$ cat config.mk
export PLATFORM = sky130hd
export DESIGN_NAME = rv_core
export DESIGN_NICKNAME = d
export VERILOG_FILES = /design/src/logic/rv_pkg.sv /design/src/logic/rv_regfile.sv /design/src/logic/rv_fetch.sv /design/src/logic/rv_decode.sv /design/src/logic/rv_execute.sv /design/src/logic/rv_mem_wb.sv /design/src/logic/rv_hazard.sv /design/src/logic/rv_core.sv
export SDC_FILE = /design/constraint.sdc
export NUM_CORES = 2
export LEC_CHECK = 0
export ABC_AREA = 1
export BUFFER_PORTS_ARGS = -buffer_cell sky130_fd_sc_hd__buf_2
export CAP_MARGIN = 20
export CELL_PAD_IN_SITES_DETAIL_PLACEMENT = 1
export CELL_PAD_IN_SITES_GLOBAL_PLACEMENT = 2
export CORE_MARGIN = 3
export CORE_UTILIZATION = 37
export DETAILED_ROUTE_END_ITERATION = 16
export HOLD_SLACK_MARGIN = 0.1
export MAX_ROUTING_LAYER = met4
export PLACE_DENSITY = 0.92
export SLEW_MARGIN = 20
export SYNTH_ARGS = -nofsm -noshare
export SYNTH_HDL_FRONTEND = slang
export SYNTH_SLANG_ARGS = --single-unit
$ cat constraint.sdc
create_clock -name clk -period 3.2 [get_ports clk]
set_input_delay 0.96 -clock clk [delete_from_list [all_inputs] [get_ports clk]]
set_output_delay 0.96 -clock clk [all_outputs]
set_load 0.01 [all_outputs]
$ cat src/logic/rv_pkg.sv
`default_nettype none

package rv_pkg;

  // Datapath and register index widths
  parameter int xlen = 32;
  parameter int reg_aw = 5;
  parameter int alu_w = 4;

  // ------------------------------
  // Major opcodes of the subset
  // ------------------------------
  localparam logic [6:0] op_reg    = 7'b0110011;
  localparam logic [6:0] op_imm    = 7'b0010011;
  localparam logic [6:0] op_lui    = 7'b0110111;
  localparam logic [6:0] op_load   = 7'b0000011;
  localparam logic [6:0] op_store  = 7'b0100011;
  localparam logic [6:0] op_branch = 7'b1100011;
  localparam logic [6:0] op_jal    = 7'b1101111;
  localparam logic [6:0] op_system = 7'b1110011;

  // funct3 codes for ALU ops (ADD also covers SUB and ADDI)
  localparam logic [2:0] f3_add = 3'b000;
  localparam logic [2:0] f3_sll = 3'b001;
  localparam logic [2:0] f3_slt = 3'b010;
  localparam logic [2:0] f3_xor = 3'b100;
  localparam logic [2:0] f3_srl = 3'b101;
  localparam logic [2:0] f3_or  = 3'b110;
  localparam logic [2:0] f3_and = 3'b111;

  // Whole-word load/store and branch conditions
  localparam logic [2:0] f3_word = 3'b010;
  localparam logic [2:0] f3_beq  = 3'b000;
  localparam logic [2:0] f3_bne  = 3'b001;

  // funct7 of SUB, imm field of EBREAK
  localparam logic [6:0] f7_alt = 7'b0100000;
  localparam logic [11:0] sys_ebreak = 12'h001;

  // ------------------------------
  // ALU operation codes
  // ------------------------------
  localparam logic [alu_w-1:0] alu_add = 4'd0;
  localparam logic [alu_w-1:0] alu_sub = 4'd1;
  localparam logic [alu_w-1:0] alu_and = 4'd2;
  localparam logic [alu_w-1:0] alu_or  = 4'd3;
  localparam logic [alu_w-1:0] alu_xor = 4'd4;
  localparam logic [alu_w-1:0] alu_slt = 4'd5;
  localparam logic [alu_w-1:0] alu_sll = 4'd6;
  localparam logic [alu_w-1:0] alu_srl = 4'd7;

  // Bubble word, ADDI x0, x0, 0
  localparam logic [31:0] instr_nop = 32'h0000_0013;

  // One instruction word, seen through each encoding format
  typedef union packed {
    struct packed {
      logic [6:0] funct7;
      logic [4:0] rs2;
      logic [4:0] rs1;
      logic [2:0] funct3;
      logic [4:0] rd;
      logic [6:0] opcode;
    } r_fmt;
    struct packed {
      logic [11:0] imm;
      logic [4:0]  rs1;
      logic [2:0]  funct3;
      logic [4:0]  rd;
      logic [6:0]  opcode;
    } i_fmt;
    struct packed {
      logic [6:0] imm_hi;
      logic [4:0] rs2;
      logic [4:0] rs1;
      logic [2:0] funct3;
      logic [4:0] imm_lo;
      logic [6:0] opcode;
    } s_fmt;
    struct packed {
      logic       imm_12;
      logic [5:0] imm_10_5;
      logic [4:0] rs2;
      logic [4:0] rs1;
      logic [2:0] funct3;
      logic [3:0] imm_4_1;
      logic       imm_11;
      logic [6:0] opcode;
    } b_fmt;
  } instr_t;

endpackage

`default_nettype wire

$ cat src/logic/rv_regfile.sv
`timescale 1ns/100ps
`default_nettype none

module rv_regfile (
  input  logic                      clk,
  input  logic                      rst_n,
  input  logic [rv_pkg::reg_aw-1:0] rs1_addr,
  input  logic [rv_pkg::reg_aw-1:0] rs2_addr,
  output logic [rv_pkg::xlen-1:0]   rs1_data,
  output logic [rv_pkg::xlen-1:0]   rs2_data,
  input  logic                      we,
  input  logic [rv_pkg::reg_aw-1:0] rd,
  input  logic [rv_pkg::xlen-1:0]   rd_data
);

  import rv_pkg::*;

  // x1..x31, x0 has no storage
  logic [xlen-1:0] regs [1:31];

  // Read port with x0 at zero and the write-back value bypassed in
  function automatic logic [xlen-1:0] read_port(input logic [reg_aw-1:0] addr);
    if (addr == '0) begin
      return '0;
    end else if (we && (rd == addr)) begin
      return rd_data;
    end else begin
      return regs[addr];
    end
  endfunction

  assign rs1_data = read_port(rs1_addr);
  assign rs2_data = read_port(rs2_addr);

  always_ff @(posedge clk or negedge rst_n) begin
    if (!rst_n) begin
      for (int i = 1; i < 32; i++) begin
        regs[i] <= '0;
      end
    end else if (we && (rd != '0)) begin
      regs[rd] <= rd_data;
    end
  end

endmodule

`default_nettype wire

$ cat src/logic/rv_fetch.sv
`timescale 1ns/100ps
`default_nettype none

module rv_fetch #(
  parameter logic [rv_pkg::xlen-1:0] reset_pc = '0
) (
  input  logic                    clk,
  input  logic                    rst_n,
  input  logic                    stall,
  input  logic                    flush,
  input  logic                    halt,
  input  logic                    redirect,
  input  logic [rv_pkg::xlen-1:0] redirect_pc,
  output logic [rv_pkg::xlen-1:0] imem_raddr,
  input  logic [rv_pkg::xlen-1:0] imem_rdata,
  output rv_pkg::instr_t          instr_id,
  output logic [rv_pkg::xlen-1:0] pc_id
);

  import rv_pkg::*;

  logic [xlen-1:0] pc;

  // Zero-latency memory, the word comes back this cycle
  assign imem_raddr = pc;

  // Halt freezes the PC for good, redirect beats the stall
  always_ff @(posedge clk or negedge rst_n) begin
    if (!rst_n) begin
      pc <= reset_pc;
    end else if (halt) begin
      pc <= pc;
    end else if (redirect) begin
      pc <= redirect_pc;
    end else if (!stall) begin
      pc <= pc + 32'd4;
    end
  end

  // ------------------------------
  // Fetch/decode register
  // ------------------------------
  always_ff @(posedge clk or negedge rst_n) begin
    if (!rst_n) begin
      instr_id <= instr_nop;
      pc_id    <= reset_pc;
    end else if (flush) begin
      // Wrong-path word turns into a bubble
      instr_id <= instr_nop;
      pc_id    <= pc;
    end else if (!stall && !halt) begin
      instr_id <= imem_rdata;
      pc_id    <= pc;
    end
  end

endmodule

`default_nettype wire

$ cat src/logic/rv_decode.sv
`timescale 1ns/100ps
`default_nettype none

module rv_decode (
  input  logic                      clk,
  input  logic                      rst_n,
  input  logic                      stall,
  input  logic                      flush,
  input  rv_pkg::instr_t            instr_id,
  input  logic [rv_pkg::xlen-1:0]   pc_id,
  output logic [rv_pkg::reg_aw-1:0] rs1_addr,
  output logic [rv_pkg::reg_aw-1:0] rs2_addr,
  output logic                      rs1_used,
  output logic                      rs2_used,
  input  logic [rv_pkg::xlen-1:0]   rs1_data,
  input  logic [rv_pkg::xlen-1:0]   rs2_data,
  output logic [rv_pkg::alu_w-1:0]  alu_op,
  output logic                      use_imm,
  output logic                      is_lui,
  output logic                      is_branch,
  output logic                      branch_ne,
  output logic                      is_jal,
  output logic                      mem_read,
  output logic                      mem_write,
  output logic                      reg_write,
  output logic                      is_halt,
  output logic [rv_pkg::reg_aw-1:0] rd_ex,
  output logic [rv_pkg::xlen-1:0]   imm_ex,
  output logic [rv_pkg::xlen-1:0]   rs1_data_ex,
  output logic [rv_pkg::xlen-1:0]   rs2_data_ex,
  output logic [rv_pkg::xlen-1:0]   pc_ex
);

  import rv_pkg::*;

  // Decoded control, before the decode/execute register
  logic [alu_w-1:0] alu_op_d;
  logic             use_imm_d;
  logic             is_lui_d;
  logic             is_branch_d;
  logic             branch_ne_d;
  logic             is_jal_d;
  logic             mem_read_d;
  logic             mem_write_d;
  logic             reg_write_d;
  logic             is_halt_d;
  logic [xlen-1:0]  imm_d;

  // Immediates of each format
  logic [xlen-1:0]  i_imm;
  logic [xlen-1:0]  s_imm;
  logic [xlen-1:0]  b_imm;
  logic [xlen-1:0]  u_imm;
  logic [xlen-1:0]  j_imm;

  // Source indices sit at the same bits in every format
  assign rs1_addr = instr_id.r_fmt.rs1;
  assign rs2_addr = instr_id.r_fmt.rs2;

  // ------------------------------
  // Immediate generation
  // ------------------------------
  assign i_imm = {{20{instr_id.i_fmt.imm[11]}}, instr_id.i_fmt.imm};
  assign s_imm = {{20{instr_id.s_fmt.imm_hi[6]}}, instr_id.s_fmt.imm_hi,
                  instr_id.s_fmt.imm_lo};
  assign b_imm = {{19{instr_id.b_fmt.imm_12}}, instr_id.b_fmt.imm_12,
                  instr_id.b_fmt.imm_11, instr_id.b_fmt.imm_10_5,
                  instr_id.b_fmt.imm_4_1, 1'b0};

  // U keeps the upper twenty bits as they are
  assign u_imm = {instr_id.r_fmt.funct7, instr_id.r_fmt.rs2, instr_id.r_fmt.rs1,
                  instr_id.r_fmt.funct3, 12'h000};

  // J scatters imm[19:12] over the rs1 and funct3 fields
  assign j_imm = {{11{instr_id.i_fmt.imm[11]}}, instr_id.i_fmt.imm[11],
                  instr_id.i_fmt.rs1, instr_id.i_fmt.funct3,
                  instr_id.i_fmt.imm[0], instr_id.i_fmt.imm[10:1], 1'b0};

  // ------------------------------
  // Control decode
  // ------------------------------
  always_comb begin
    alu_op_d    = alu_add;
    use_imm_d   = 1'b0;
    is_lui_d    = 1'b0;
    is_branch_d = 1'b0;
    branch_ne_d = 1'b0;
    is_jal_d    = 1'b0;
    mem_read_d  = 1'b0;
    mem_write_d = 1'b0;
    reg_write_d = 1'b0;
    is_halt_d   = 1'b0;
    rs1_used    = 1'b0;
    rs2_used    = 1'b0;
    imm_d       = i_imm;

    case (instr_id.r_fmt.opcode)
      op_reg: begin
        rs1_used    = 1'b1;
        rs2_used    = 1'b1;
        reg_write_d = 1'b1;
        case (instr_id.r_fmt.funct3)
          f3_add: alu_op_d = (instr_id.r_fmt.funct7 == f7_alt) ? alu_sub : alu_add;
          f3_sll: alu_op_d = alu_sll;
          f3_slt: alu_op_d = alu_slt;
          f3_xor: alu_op_d = alu_xor;
          f3_srl: alu_op_d = alu_srl;
          f3_or:  alu_op_d = alu_or;
          f3_and: alu_op_d = alu_and;
          // Unsupported funct3 retires as a bubble
          default: reg_write_d = 1'b0;
        endcase
      end
      op_imm: begin
        // ADDI only
        if (instr_id.i_fmt.funct3 == f3_add) begin
          rs1_used    = 1'b1;
          use_imm_d   = 1'b1;
          reg_write_d = 1'b1;
        end
      end
      op_lui: begin
        is_lui_d    = 1'b1;
        use_imm_d   = 1'b1;
        reg_write_d = 1'b1;
        imm_d       = u_imm;
      end
      op_load: begin
        if (instr_id.i_fmt.funct3 == f3_word) begin
          rs1_used    = 1'b1;
          use_imm_d   = 1'b1;
          mem_read_d  = 1'b1;
          reg_write_d = 1'b1;
        end
      end
      op_store: begin
        if (instr_id.s_fmt.funct3 == f3_word) begin
          rs1_used    = 1'b1;
          rs2_used    = 1'b1;
          use_imm_d   = 1'b1;
          mem_write_d = 1'b1;
          imm_d       = s_imm;
        end
      end
      op_branch: begin
        if ((instr_id.b_fmt.funct3 == f3_beq) || (instr_id.b_fmt.funct3 == f3_bne)) begin
          rs1_used    = 1'b1;
          rs2_used    = 1'b1;
          is_branch_d = 1'b1;
          branch_ne_d = (instr_id.b_fmt.funct3 == f3_bne);
          imm_d       = b_imm;
        end
      end
      op_jal: begin
        is_jal_d    = 1'b1;
        reg_write_d = 1'b1;
        imm_d       = j_imm;
      end
      op_system: begin
        is_halt_d = (instr_id.i_fmt.imm == sys_ebreak);
      end
      default: begin
      end
    endcase
  end

  // ------------------------------
  // Decode/execute register
  // ------------------------------

  // Control bits, cleared to a bubble on stall or flush
  always_ff @(posedge clk or negedge rst_n) begin
    if (!rst_n) begin
      is_branch <= 1'b0;
      is_jal    <= 1'b0;
      mem_read  <= 1'b0;
      mem_write <= 1'b0;
      reg_write <= 1'b0;
      is_halt   <= 1'b0;
    end else if (stall || flush) begin
      is_branch <= 1'b0;
      is_jal    <= 1'b0;
      mem_read  <= 1'b0;
      mem_write <= 1'b0;
      reg_write <= 1'b0;
      is_halt   <= 1'b0;
    end else begin
      is_branch <= is_branch_d;
      is_jal    <= is_jal_d;
      mem_read  <= mem_read_d;
      mem_write <= mem_write_d;
      reg_write <= reg_write_d;
      is_halt   <= is_halt_d;
    end
  end

  // Operands and qualifiers, meaningless under a bubble
  always_ff @(posedge clk) begin
    alu_op      <= alu_op_d;
    use_imm     <= use_imm_d;
    is_lui      <= is_lui_d;
    branch_ne   <= branch_ne_d;
    rd_ex       <= instr_id.r_fmt.rd;
    imm_ex      <= imm_d;
    rs1_data_ex <= rs1_data;
    rs2_data_ex <= rs2_data;
    pc_ex       <= pc_id;
  end

endmodule

`default_nettype wire

$ cat src/logic/rv_execute.sv
`timescale 1ns/100ps
`default_nettype none

module rv_execute (
  input  logic                      clk,
  input  logic                      rst_n,
  input  logic [rv_pkg::alu_w-1:0]  alu_op,
  input  logic                      use_imm,
  input  logic                      is_lui,
  input  logic                      is_branch,
  input  logic                      branch_ne,
  input  logic                      is_jal,
  input  logic                      mem_read,
  input  logic                      mem_write,
  input  logic                      reg_write,
  input  logic                      is_halt,
  input  logic [rv_pkg::reg_aw-1:0] rd_ex,
  input  logic [rv_pkg::xlen-1:0]   imm_ex,
  input  logic [rv_pkg::xlen-1:0]   rs1_data_ex,
  input  logic [rv_pkg::xlen-1:0]   rs2_data_ex,
  input  logic [rv_pkg::xlen-1:0]   pc_ex,
  output logic                      redirect,
  output logic [rv_pkg::xlen-1:0]   redirect_pc,
  output logic [rv_pkg::xlen-1:0]   result_mem,
  output logic [rv_pkg::xlen-1:0]   store_data_mem,
  output logic [rv_pkg::reg_aw-1:0] rd_mem,
  output logic                      mem_read_mem,
  output logic                      mem_write_mem,
  output logic                      reg_write_mem,
  output logic                      halt_mem,
  output logic [rv_pkg::reg_aw-1:0] rd_ex_haz,
  output logic                      reg_write_ex_haz
);

  import rv_pkg::*;

  logic [xlen-1:0] op_a;
  logic [xlen-1:0] op_b;
  logic [xlen-1:0] alu_res;
  logic [xlen-1:0] result;
  logic            taken;

  // LUI adds its immediate to zero
  assign op_a = is_lui ? '0 : rs1_data_ex;
  assign op_b = use_imm ? imm_ex : rs2_data_ex;

  // ------------------------------
  // ALU
  // ------------------------------
  always_comb begin
    case (alu_op)
      alu_sub: alu_res = op_a - op_b;
      alu_and: alu_res = op_a & op_b;
      alu_or:  alu_res = op_a | op_b;
      alu_xor: alu_res = op_a ^ op_b;
      alu_slt: alu_res = {{(xlen-1){1'b0}}, ($signed(op_a) < $signed(op_b))};
      // Shift amount is the low five bits only
      alu_sll: alu_res = op_a << op_b[4:0];
      alu_srl: alu_res = op_a >> op_b[4:0];
      default: alu_res = op_a + op_b;
    endcase
  end

  // Branch resolves here, BNE inverts the equality
  assign taken       = is_branch && ((rs1_data_ex == rs2_data_ex) ^ branch_ne);
  assign redirect    = taken || is_jal;
  assign redirect_pc = pc_ex + imm_ex;

  // JAL links the return address
  assign result = is_jal ? (pc_ex + 32'd4) : alu_res;

  // Pending destination seen by the hazard unit
  assign rd_ex_haz        = rd_ex;
  assign reg_write_ex_haz = reg_write;

  // ------------------------------
  // Execute/memory register
  // ------------------------------
  always_ff @(posedge clk or negedge rst_n) begin
    if (!rst_n) begin
      mem_read_mem  <= 1'b0;
      mem_write_mem <= 1'b0;
      reg_write_mem <= 1'b0;
      halt_mem      <= 1'b0;
    end else begin
      mem_read_mem  <= mem_read;
      mem_write_mem <= mem_write;
      reg_write_mem <= reg_write;
      halt_mem      <= is_halt;
    end
  end

  always_ff @(posedge clk) begin
    result_mem     <= result;
    store_data_mem <= rs2_data_ex;
    rd_mem         <= rd_ex;
  end

endmodule

`default_nettype wire

$ cat src/logic/rv_mem_wb.sv
`timescale 1ns/100ps
`default_nettype none

module rv_mem_wb (
  input  logic                      clk,
  input  logic                      rst_n,
  input  logic [rv_pkg::xlen-1:0]   result_mem,
  input  logic [rv_pkg::xlen-1:0]   store_data_mem,
  input  logic [rv_pkg::reg_aw-1:0] rd_mem,
  input  logic                      mem_read_mem,
  input  logic                      mem_write_mem,
  input  logic                      reg_write_mem,
  input  logic                      halt_mem,
  output logic                      dmem_ren,
  output logic [rv_pkg::xlen-1:0]   dmem_raddr,
  input  logic [rv_pkg::xlen-1:0]   dmem_rdata,
  output logic                      dmem_we,
  output logic [rv_pkg::xlen-1:0]   dmem_waddr,
  output logic [rv_pkg::xlen-1:0]   dmem_wdata,
  output logic                      wb_we,
  output logic [rv_pkg::reg_aw-1:0] wb_rd,
  output logic [rv_pkg::xlen-1:0]   wb_data,
  output logic                      ebreak
);

  import rv_pkg::*;

  // Sticky, set once EBREAK enters write-back
  logic halt_q;

  // ------------------------------
  // Data memory access
  // ------------------------------

  // Nothing behind the EBREAK touches memory
  assign dmem_ren   = mem_read_mem && !halt_q;
  assign dmem_raddr = result_mem;
  assign dmem_we    = mem_write_mem && !halt_q;
  assign dmem_waddr = result_mem;
  assign dmem_wdata = store_data_mem;

  // Memory/write-back register, halt flag included
  always_ff @(posedge clk or negedge rst_n) begin
    if (!rst_n) begin
      wb_we  <= 1'b0;
      halt_q <= 1'b0;
    end else begin
      wb_we  <= reg_write_mem && !halt_q;
      halt_q <= halt_q || halt_mem;
    end
  end

  // Result mux, load data or ALU result
  always_ff @(posedge clk) begin
    wb_rd   <= rd_mem;
    wb_data <= mem_read_mem ? dmem_rdata : result_mem;
  end

  assign ebreak = halt_q;

endmodule

`default_nettype wire

$ cat src/logic/rv_hazard.sv
`timescale 1ns/100ps
`default_nettype none

module rv_hazard (
  input  logic [rv_pkg::reg_aw-1:0] rs1_addr,
  input  logic [rv_pkg::reg_aw-1:0] rs2_addr,
  input  logic                      rs1_used,
  input  logic                      rs2_used,
  input  logic [rv_pkg::reg_aw-1:0] rd_ex_haz,
  input  logic                      reg_write_ex_haz,
  input  logic [rv_pkg::reg_aw-1:0] rd_mem,
  input  logic                      reg_write_mem,
  input  logic                      redirect,
  output logic                      stall,
  output logic                      flush
);

  import rv_pkg::*;

  logic rs1_hit;
  logic rs2_hit;

  // Source matches a writer still in execute or memory
  // Write-back is covered by the register file bypass
  function automatic logic pending(input logic [reg_aw-1:0] rs, input logic used);
    return used && (rs != '0) &&
           ((reg_write_ex_haz && (rs == rd_ex_haz)) || (reg_write_mem && (rs == rd_mem)));
  endfunction

  assign rs1_hit = pending(rs1_addr, rs1_used);
  assign rs2_hit = pending(rs2_addr, rs2_used);

  // Redirect kills the stalled instruction anyway
  assign flush = redirect;
  assign stall = (rs1_hit || rs2_hit) && !redirect;

endmodule

`default_nettype wire

$ cat src/logic/rv_core.sv
`timescale 1ns/100ps
`default_nettype none

module rv_core #(
  parameter logic [rv_pkg::xlen-1:0] reset_pc = '0
) (
  input  logic                    clk,
  input  logic                    rst_n,
  output logic [rv_pkg::xlen-1:0] imem_raddr,
  input  logic [rv_pkg::xlen-1:0] imem_rdata,
  output logic                    dmem_ren,
  output logic [rv_pkg::xlen-1:0] dmem_raddr,
  input  logic [rv_pkg::xlen-1:0] dmem_rdata,
  output logic                    dmem_we,
  output logic [rv_pkg::xlen-1:0] dmem_waddr,
  output logic [rv_pkg::xlen-1:0] dmem_wdata,
  output logic                    ebreak
);

  import rv_pkg::*;

  // ------------------------------
  // Stage to stage wiring
  // ------------------------------

  // Fetch to decode
  instr_t            instr_id;
  logic [xlen-1:0]   pc_id;

  // Decode to register file and hazard unit
  logic [reg_aw-1:0] rs1_addr;
  logic [reg_aw-1:0] rs2_addr;
  logic              rs1_used;
  logic              rs2_used;
  logic [xlen-1:0]   rs1_data;
  logic [xlen-1:0]   rs2_data;

  // Decode to execute
  logic [alu_w-1:0]  alu_op;
  logic              use_imm;
  logic              is_lui;
  logic              is_branch;
  logic              branch_ne;
  logic              is_jal;
  logic              mem_read;
  logic              mem_write;
  logic              reg_write;
  logic              is_halt;
  logic [reg_aw-1:0] rd_ex;
  logic [xlen-1:0]   imm_ex;
  logic [xlen-1:0]   rs1_data_ex;
  logic [xlen-1:0]   rs2_data_ex;
  logic [xlen-1:0]   pc_ex;

  // Execute to fetch, memory and hazard unit
  logic              redirect;
  logic [xlen-1:0]   redirect_pc;
  logic [xlen-1:0]   result_mem;
  logic [xlen-1:0]   store_data_mem;
  logic [reg_aw-1:0] rd_mem;
  logic              mem_read_mem;
  logic              mem_write_mem;
  logic              reg_write_mem;
  logic              halt_mem;
  logic [reg_aw-1:0] rd_ex_haz;
  logic              reg_write_ex_haz;

  // Write-back port of the register file
  logic              wb_we;
  logic [reg_aw-1:0] wb_rd;
  logic [xlen-1:0]   wb_data;

  // Pipeline control
  logic              stall;
  logic              flush;

  // ------------------------------
  // Stages
  // ------------------------------

  rv_fetch #(
    .reset_pc(reset_pc)
  ) u_fetch (
    .clk        (clk),
    .rst_n      (rst_n),
    .stall      (stall),
    .flush      (flush),
    .halt       (ebreak),
    .redirect   (redirect),
    .redirect_pc(redirect_pc),
    .imem_raddr (imem_raddr),
    .imem_rdata (imem_rdata),
    .instr_id   (instr_id),
    .pc_id      (pc_id)
  );

  rv_decode u_decode (
    .clk        (clk),
    .rst_n      (rst_n),
    .stall      (stall),
    .flush      (flush),
    .instr_id   (instr_id),
    .pc_id      (pc_id),
    .rs1_addr   (rs1_addr),
    .rs2_addr   (rs2_addr),
    .rs1_used   (rs1_used),
    .rs2_used   (rs2_used),
    .rs1_data   (rs1_data),
    .rs2_data   (rs2_data),
    .alu_op     (alu_op),
    .use_imm    (use_imm),
    .is_lui     (is_lui),
    .is_branch  (is_branch),
    .branch_ne  (branch_ne),
    .is_jal     (is_jal),
    .mem_read   (mem_read),
    .mem_write  (mem_write),
    .reg_write  (reg_write),
    .is_halt    (is_halt),
    .rd_ex      (rd_ex),
    .imm_ex     (imm_ex),
    .rs1_data_ex(rs1_data_ex),
    .rs2_data_ex(rs2_data_ex),
    .pc_ex      (pc_ex)
  );

  rv_regfile u_regfile (
    .clk     (clk),
    .rst_n   (rst_n),
    .rs1_addr(rs1_addr),
    .rs2_addr(rs2_addr),
    .rs1_data(rs1_data),
    .rs2_data(rs2_data),
    .we      (wb_we),
    .rd      (wb_rd),
    .rd_data (wb_data)
  );

  rv_execute u_execute (
    .clk             (clk),
    .rst_n           (rst_n),
    .alu_op          (alu_op),
    .use_imm         (use_imm),
    .is_lui          (is_lui),
    .is_branch       (is_branch),
    .branch_ne       (branch_ne),
    .is_jal          (is_jal),
    .mem_read        (mem_read),
    .mem_write       (mem_write),
    .reg_write       (reg_write),
    .is_halt         (is_halt),
    .rd_ex           (rd_ex),
    .imm_ex          (imm_ex),
    .rs1_data_ex     (rs1_data_ex),
    .rs2_data_ex     (rs2_data_ex),
    .pc_ex           (pc_ex),
    .redirect        (redirect),
    .redirect_pc     (redirect_pc),
    .result_mem      (result_mem),
    .store_data_mem  (store_data_mem),
    .rd_mem          (rd_mem),
    .mem_read_mem    (mem_read_mem),
    .mem_write_mem   (mem_write_mem),
    .reg_write_mem   (reg_write_mem),
    .halt_mem        (halt_mem),
    .rd_ex_haz       (rd_ex_haz),
    .reg_write_ex_haz(reg_write_ex_haz)
  );

  rv_mem_wb u_mem_wb (
    .clk           (clk),
    .rst_n         (rst_n),
    .result_mem    (result_mem),
    .store_data_mem(store_data_mem),
    .rd_mem        (rd_mem),
    .mem_read_mem  (mem_read_mem),
    .mem_write_mem (mem_write_mem),
    .reg_write_mem (reg_write_mem),
    .halt_mem      (halt_mem),
    .dmem_ren      (dmem_ren),
    .dmem_raddr    (dmem_raddr),
    .dmem_rdata    (dmem_rdata),
    .dmem_we       (dmem_we),
    .dmem_waddr    (dmem_waddr),
    .dmem_wdata    (dmem_wdata),
    .wb_we         (wb_we),
    .wb_rd         (wb_rd),
    .wb_data       (wb_data),
    .ebreak        (ebreak)
  );

  rv_hazard u_hazard (
    .rs1_addr        (rs1_addr),
    .rs2_addr        (rs2_addr),
    .rs1_used        (rs1_used),
    .rs2_used        (rs2_used),
    .rd_ex_haz       (rd_ex_haz),
    .reg_write_ex_haz(reg_write_ex_haz),
    .rd_mem          (rd_mem),
    .reg_write_mem   (reg_write_mem),
    .redirect        (redirect),
    .stall           (stall),
    .flush           (flush)
  );

endmodule

`default_nettype wire

# Word-level counts from Yosys, hierarchy flattened
# Index checks and enable logic that the tools add are counted.
dict set report word_totals {
  out_inout_bits 131
  wordCells 198
  register_bits 1346
}
dict set report classes {
  muxes 47
  n_addsub 5
  eq_ne 31
  shifts 2
  n_bitwise 8
  n_reduce_logical 40
  n_lt_le_gt_ge 5
}
# op n
set op_table {}
lappend op_table {{bitwise mux 992 bit} 1}
lappend op_table {{2-to-1 mux 32 bit} 17}
lappend op_table {{binary-select mux 32 bit (select 5 bit)} 2}
lappend op_table {{case mux 32 bit (7 select lines)} 1}
lappend op_table {{demux 32 bit (select 5 bit)} 1}
lappend op_table {{case mux 31 bit (4 select lines)} 1}
lappend op_table {{adder 32 x 3 -> 32 bit, second input constant} 2}
lappend op_table {{adder 32 bit} 2}
lappend op_table {{bitwise AND 32 bit} 1}
lappend op_table {{== test 32 bit} 1}
lappend op_table {{< comparator 32 bit} 1}
lappend op_table {{OR 32 bit} 1}
lappend op_table {{<< shifter 32 x 5 -> 32 bit} 1}
lappend op_table {{>> shifter 32 x 5 -> 32 bit} 1}
lappend op_table {{subtractor 32 bit} 1}
lappend op_table {{XOR 32 bit} 1}
lappend op_table {{== test 5 bit} 6}
lappend op_table {{== test 7 x 6 -> 1 bit, second input constant} 4}
lappend op_table {{case mux 4 bit (7 select lines)} 1}
lappend op_table {{== test 7 bit, second input constant} 3}
lappend op_table {{>= comparator 6 bit, second input constant} 3}
lappend op_table {{logical AND 1 bit} 18}
lappend op_table {{NOT 5 -> 6 bit} 3}
lappend op_table {{2-to-1 mux 1 bit} 17}
lappend op_table {{other kinds (26)} 48}

# Depth between registers and ports, before layout
dict set report logic_depth {
  word_depth 12
  mapped_depth 24
  mapped_depth_nobuf 20
}

# By module
# From an unflattened synthesis, not the netlist that was laid out.
dict set report hier_totals {
  cells_unflattened 12919
  hier_area_um2 83468.8
}
# mod seq_area_each_um2 area_each_um2 cells_per_inst n_inst
set by_module_without_submodules {}
lappend by_module_without_submodules {rv_regfile 24823.8 57757.9 8879 1}
lappend by_module_without_submodules {rv_execute 1481.4 14465.1 2675 1}
lappend by_module_without_submodules {rv_fetch 2406.1 4793.3 637 1}
lappend by_module_without_submodules {rv_decode 2932.8 4028.9 379 1}
lappend by_module_without_submodules {rv_mem_wb 790.8 2009.4 245 1}
lappend by_module_without_submodules {rv_hazard 0.0 414.1 104 1}

# Worst setup path after synthesis
# Ideal clock, no wire load.
dict set report synth_path {
  path_kind {register to register}
  from {register u_decode.use_imm}
  to {register u_execute.result_mem[30] in the netlist's numbering}
  arrival_time_ps 2842
  path_slack_ps 245
  stages_incl_launch_ff 23
  n_path_buf 5
  period_less_slack_ps 2955
  path_cell_list {dfxtp_1 > buf_4 > inv_2 > clkbuf_1 > or2_1 > o21ai_2 > buf_2 > buf_2 > ha_1 > clkbuf_1 > inv_1 > a21oi_1 > nand2_1 > nand2_1 > nand2_1 > nand2_1 > nand3_1 > nand2_1 > nand3_1 > nand3_1 > nand2_1 > nor2_1 > nor2_1}
}
dict set report synth_via {
  elab_chain_cells 4
  word_cells_on_any_way 10
  cone_classes {2 x add/sub; 2 x shift; 3 x mux; 3 x bitwise}
}
# item line
set synth_lines {}
lappend synth_lines {{start, declared} rv_decode.sv:18} ;# output logic use_imm,
lappend synth_lines {{start signal, assigned} rv_decode.sv:200} ;# use_imm <= use_imm_d;
lappend synth_lines {{2-to-1 mux 32 bit (*)} rv_execute.sv:45} ;# assign op_b = use_imm ? imm_ex : rs2_data_ex;
lappend synth_lines {{adder 32 bit (tied with other cells)} rv_execute.sv:60} ;# default: alu_res = op_a + op_b;
lappend synth_lines {{case mux 32 bit (7 select lines) (*)} rv_execute.sv:51} ;# case (alu_op)
lappend synth_lines {{2-to-1 mux 32 bit (*)} rv_execute.sv:70} ;# assign result = is_jal ? (pc_ex + 32'd4) : alu_res;
lappend synth_lines {{net u_execute.result[30]} rv_execute.sv:40} ;# logic [xlen-1:0] result;
lappend synth_lines {{end signal, assigned} rv_execute.sv:94} ;# result_mem <= result;
lappend synth_lines {{end, declared} rv_execute.sv:24} ;# output logic [rv_pkg::xlen-1:0] result_mem,
# Mark *: on every way through the listed nets, which the timed path passes. The rest lies on a longest branch.
# A chain may end at the register's enable or synchronous reset.

# Worst setup path in the final report
dict set report layout_path {
  from {register u_decode.imm_ex[0] in the netlist's numbering}
  to {register u_execute.result_mem[1] in the netlist's numbering}
}
dict set report layout_via {
  elab_chain_cells 4
  word_cells_on_any_way 7
  cone_classes {2 x add/sub; 2 x shift; 3 x mux}
}
# item line
set layout_lines {}
lappend layout_lines {{start, declared} rv_decode.sv:28} ;# output logic [rv_pkg::xlen-1:0] imm_ex,
lappend layout_lines {{start signal, assigned} rv_decode.sv:204} ;# imm_ex <= imm_d;
lappend layout_lines {{2-to-1 mux 32 bit (*)} rv_execute.sv:45}
lappend layout_lines {{adder 32 bit (tied with other cells)} rv_execute.sv:60}
lappend layout_lines {{case mux 32 bit (7 select lines) (*)} rv_execute.sv:51}
lappend layout_lines {{2-to-1 mux 32 bit (*)} rv_execute.sv:70}
lappend layout_lines {{net u_execute.result[1]} rv_execute.sv:40}
# Marks and branches as above.

==> results.yml <==
timing:
  report.final.slew_viol_count: 0
  finalCritPeriodShare_pct: 99.7
  grt_setup_unrepaired: "true"
  max_slew_margin_pct: 23.6
  tightest_slew_ns: 1.15
  setup_violations: 0
  setup_slack_ns: 0.00846
  fmax_mhz: 313
  finalCriticalPeriod_ns: 3.19
  hold_violations: 0
  skew_ns: 0.0318
power_and_ir_drop:
  powerDensity_nw_per_um2: 592
  p_leak_uw: 0.0421
  total_power_uw: 54900
  vdd_drop_max_mv: 0.632
detailed_routing:
  drt_iter0_drc: 9440
  viasPerCell: 6.09
  antenna_left: 0
  firstDrtPassIters: 6
  drc: 0
  num_vias: 86400
  wl_per_cell_um: 30.6
  wl_mm: 434
critical_path:
  ff2ff_path_depth: 16
  path_cells: "buf_4 > inv_1 > nand2_1 > nand2_1 > buf_12 > buf_12 > nand2_1 > nand2_1 > o21ai_0 > o21ai_0 > o21ai_0 > nand2_1 > nand3b_1 > nand2_1 > buf_12 > nand2_1"
  crit_type: "reg2reg"
  crit_path_end_kind: "register"
  crit_top_cell: "nand2_1"
  setup.worst_path.start_class: "register"
  cpPeakStageDelay_ns: 0.54
  arrival_ns: 3.98
  crit_path_max_fanout: 18
  cp.required_ns: 3.99
  regToRegSetupSlack_ns: 0.008
  critPathSlowestCell: "dfxtp_1"
cts:
  clkLatencyLatePin_ns: 0.86
  cts_buffer_depth: 3
  cts_inserted_buffers: 158
  h-tree-depth: 4
  clock-sinks: 1345
  ctsRootBufferMaster: "clkbuf_16"
  cts_tree: "yes"
  clk_pin_slew_ns: 0.06
logic_synthesis:
  synth_warnings: 0
  post_synth.cell_area_avg_um2: 7.13
  yosysSeqAreaShare_pct: 41.8
  synth_top_area_share_pct: 35.4
  ys_ff_latch: 1345
  synthCells: 10900
  ys_types: 55
  synth_area_leaders: "dfrtp_1 35%, nand2_1 13%, o21ai_0 12%"
  synth.net_count: 11100
  synth.cell_area_um2: 77600
  synth.largest_area_cell: "dfrtp_1"
global_route:
  antenna_found_initial: 41
  grt_pass1_vias: 87800
  grt_pass1_wl_mm: 623
  grt_remaining_overflow: 0
  grt_max_degree: 142
  grt_usage_pct: 40.4
finish:
  final_nets: 11500
  final_cell_mix: "2627 x nand2_1, 1817 x o21ai_0, 1087 x dfrtp_1"
  syn_to_final_growth_pct: 19.3
  layout_commonest_cell: "nand2_1"
  drive_above_1_share_pct: 13.2
floorplanning:
  start_util_pct: 37.3
  core_area_um2: 208000
  rows: 167
  die_w_um: 464
  die_y_um: 464
  dieArea_um2: 215000
  ios: 197
hold_path:
  min_path_cells: 3
  worstHoldPathType: "in2reg"
place:
  port_buffers: 196
  place_ws_ns: -0.250
  dp_hpwl_mm: 296
  routabilityCongestion: 1.04
job:
  cap_violations: 0
run_status:
  status: "finished, final reports clean"
==> per-stage QoR <==
step | setup TNS, ns | utilization [%] | std cells | cell area [µm²] | hold WS (ns)
final | 0 | 44.6 | 14200 | 92600 | 0.346
after floorplan | 0 | - | 10900 | 77600 | 0.331
after CTS | -0.00404 | 44.4 | 14200 | 92300 | 0.301
after global routing | -0.0449 | 44.6 | 14200 | 92600 | 0.330
after global placement | -1.15 | 41.8 | 13900 | 86900 | 0.339
after detailed placement | -1.25 | 41.8 | 13900 | 86900 | 0.341
==> layout make-up <==
class	count	area, µm²
fill	25800	115000
multi-input combinational	7867	39200
sequential	1345	32500
timing repair buffer	1035	8840
clock buffer	236	4610
tap	2788	3490
inverter	847	3220
clock inverter	54	724
antenna	22	55.1
==> worst max-delay path: cells and delay by family, from the launching register on <==
family	cells	cell delay [ns]
DFF	1	0.54
AOI/OAI and AO/OA	3	0.76
and+or+nand+nor	8	0.99
buffers and inverters	5	0.81
==> state kept, by name, summed over array words and instances (netlist names), 3 cells and up <==
signal                    count
u_regfile.regs              992
u_decode.imm_ex              32
u_decode.pc_ex               32
u_decode.rs1_data_ex         32
u_decode.rs2_data_ex         32
u_execute.result_mem         32
u_execute.store_data_mem     32
u_fetch.imem_raddr           32
u_fetch.instr_id             32
u_fetch.pc_id                32
u_mem_wb.wb_data             32
u_decode.rd_ex                5
u_execute.rd_mem              5
u_mem_wb.wb_rd                5
u_decode.alu_op               3
==> worst paths after layout <==
check	startpoint	end
worst min register to register	u_decode.is_halt$_DFF_PN0_	u_execute.halt_mem$_DFF_PN0_
min in group asynchronous	rst_n	u_regfile.regs[209]$_DFFE_PN0P_
worst max register to register	u_decode.imm_ex[0]$_DFF_P_	u_execute.result_mem[1]$_DFF_P_
worst min-delay path	dmem_rdata[28]	u_mem_wb.wb_data[28]$_DFF_P_
worst max-delay path	u_decode.imm_ex[0]$_DFF_P_	u_execute.result_mem[1]$_DFF_P_
max in group asynchronous	rst_n	u_regfile.regs[740]$_DFFE_PN0P_
==> cell usage after synthesis (all sizes together) <==
cell type and number:
o21a 5, dfstp 3, and3 2, o32ai 4, dfxtp 245, o221ai 47, o311ai 5, nor4 11
nand4 77, fa 3, nand3b 12, a221oi 29, o2bb2ai 1, o2111ai 31, a21oi 839, or2 39
o31ai 1, o2111a 1, o211ai 282, nand2 2671, clkbuf 602, clkinv 4, and2 6, a211oi 17
nor3 79, a21boi 2, buf 219, nor2 588, inv 843, a41oi 2, xor2 53, a22oi 104
dfrtp 1097, o21ai 1876, a31oi 14, o21bai 13, xnor2 58, o22ai 31, a21o 3, ha 130
nand3 831
==> where the power goes <==
group / switching [µW] / internal (µW) / total, µW
sequential: 2140 / 18300 / 20400
clock: 8180 / 10800 / 19000
combinational: 10700 / 4730 / 15400
==> what timing repair did <==
action / in CTS / in global routing
gates cloned: 0 / 0
pin swaps: 2 / 13
gates resized for setup: 20 / 85
hold endpoints to repair: 41 / 0
hold buffers: 1 / 0
setup endpoints to repair: 16 / 33
buffers inserted: 1 / 3
==> layer usage <==
layer	GRT usage (%)	vias up	share of wire [%]
met3	8.29	1197	8.9
met2	61.7	4524	45
met4	21.4	0	6.2
li1	-	37300	-
met5	-	-	0
met1	50.2	43400	40
==> cell families (layout without fill, tap and decap cells) <==
kind of cell	Yosys count	count (layout)	share of synthesized area [%]
and+or+nand+nor	4316	4316	23.0
adders and majority gates	133	133	2.17
buffers and inverters	1668	2172	8.46
other	0	22	0
xor gates and xnor gates	111	111	1.25
AOI/OAI and AO/OA	3307	3307	23.4
DFF	1345	1345	41.8
Note: power is estimated with default switching activity, not from simulation.
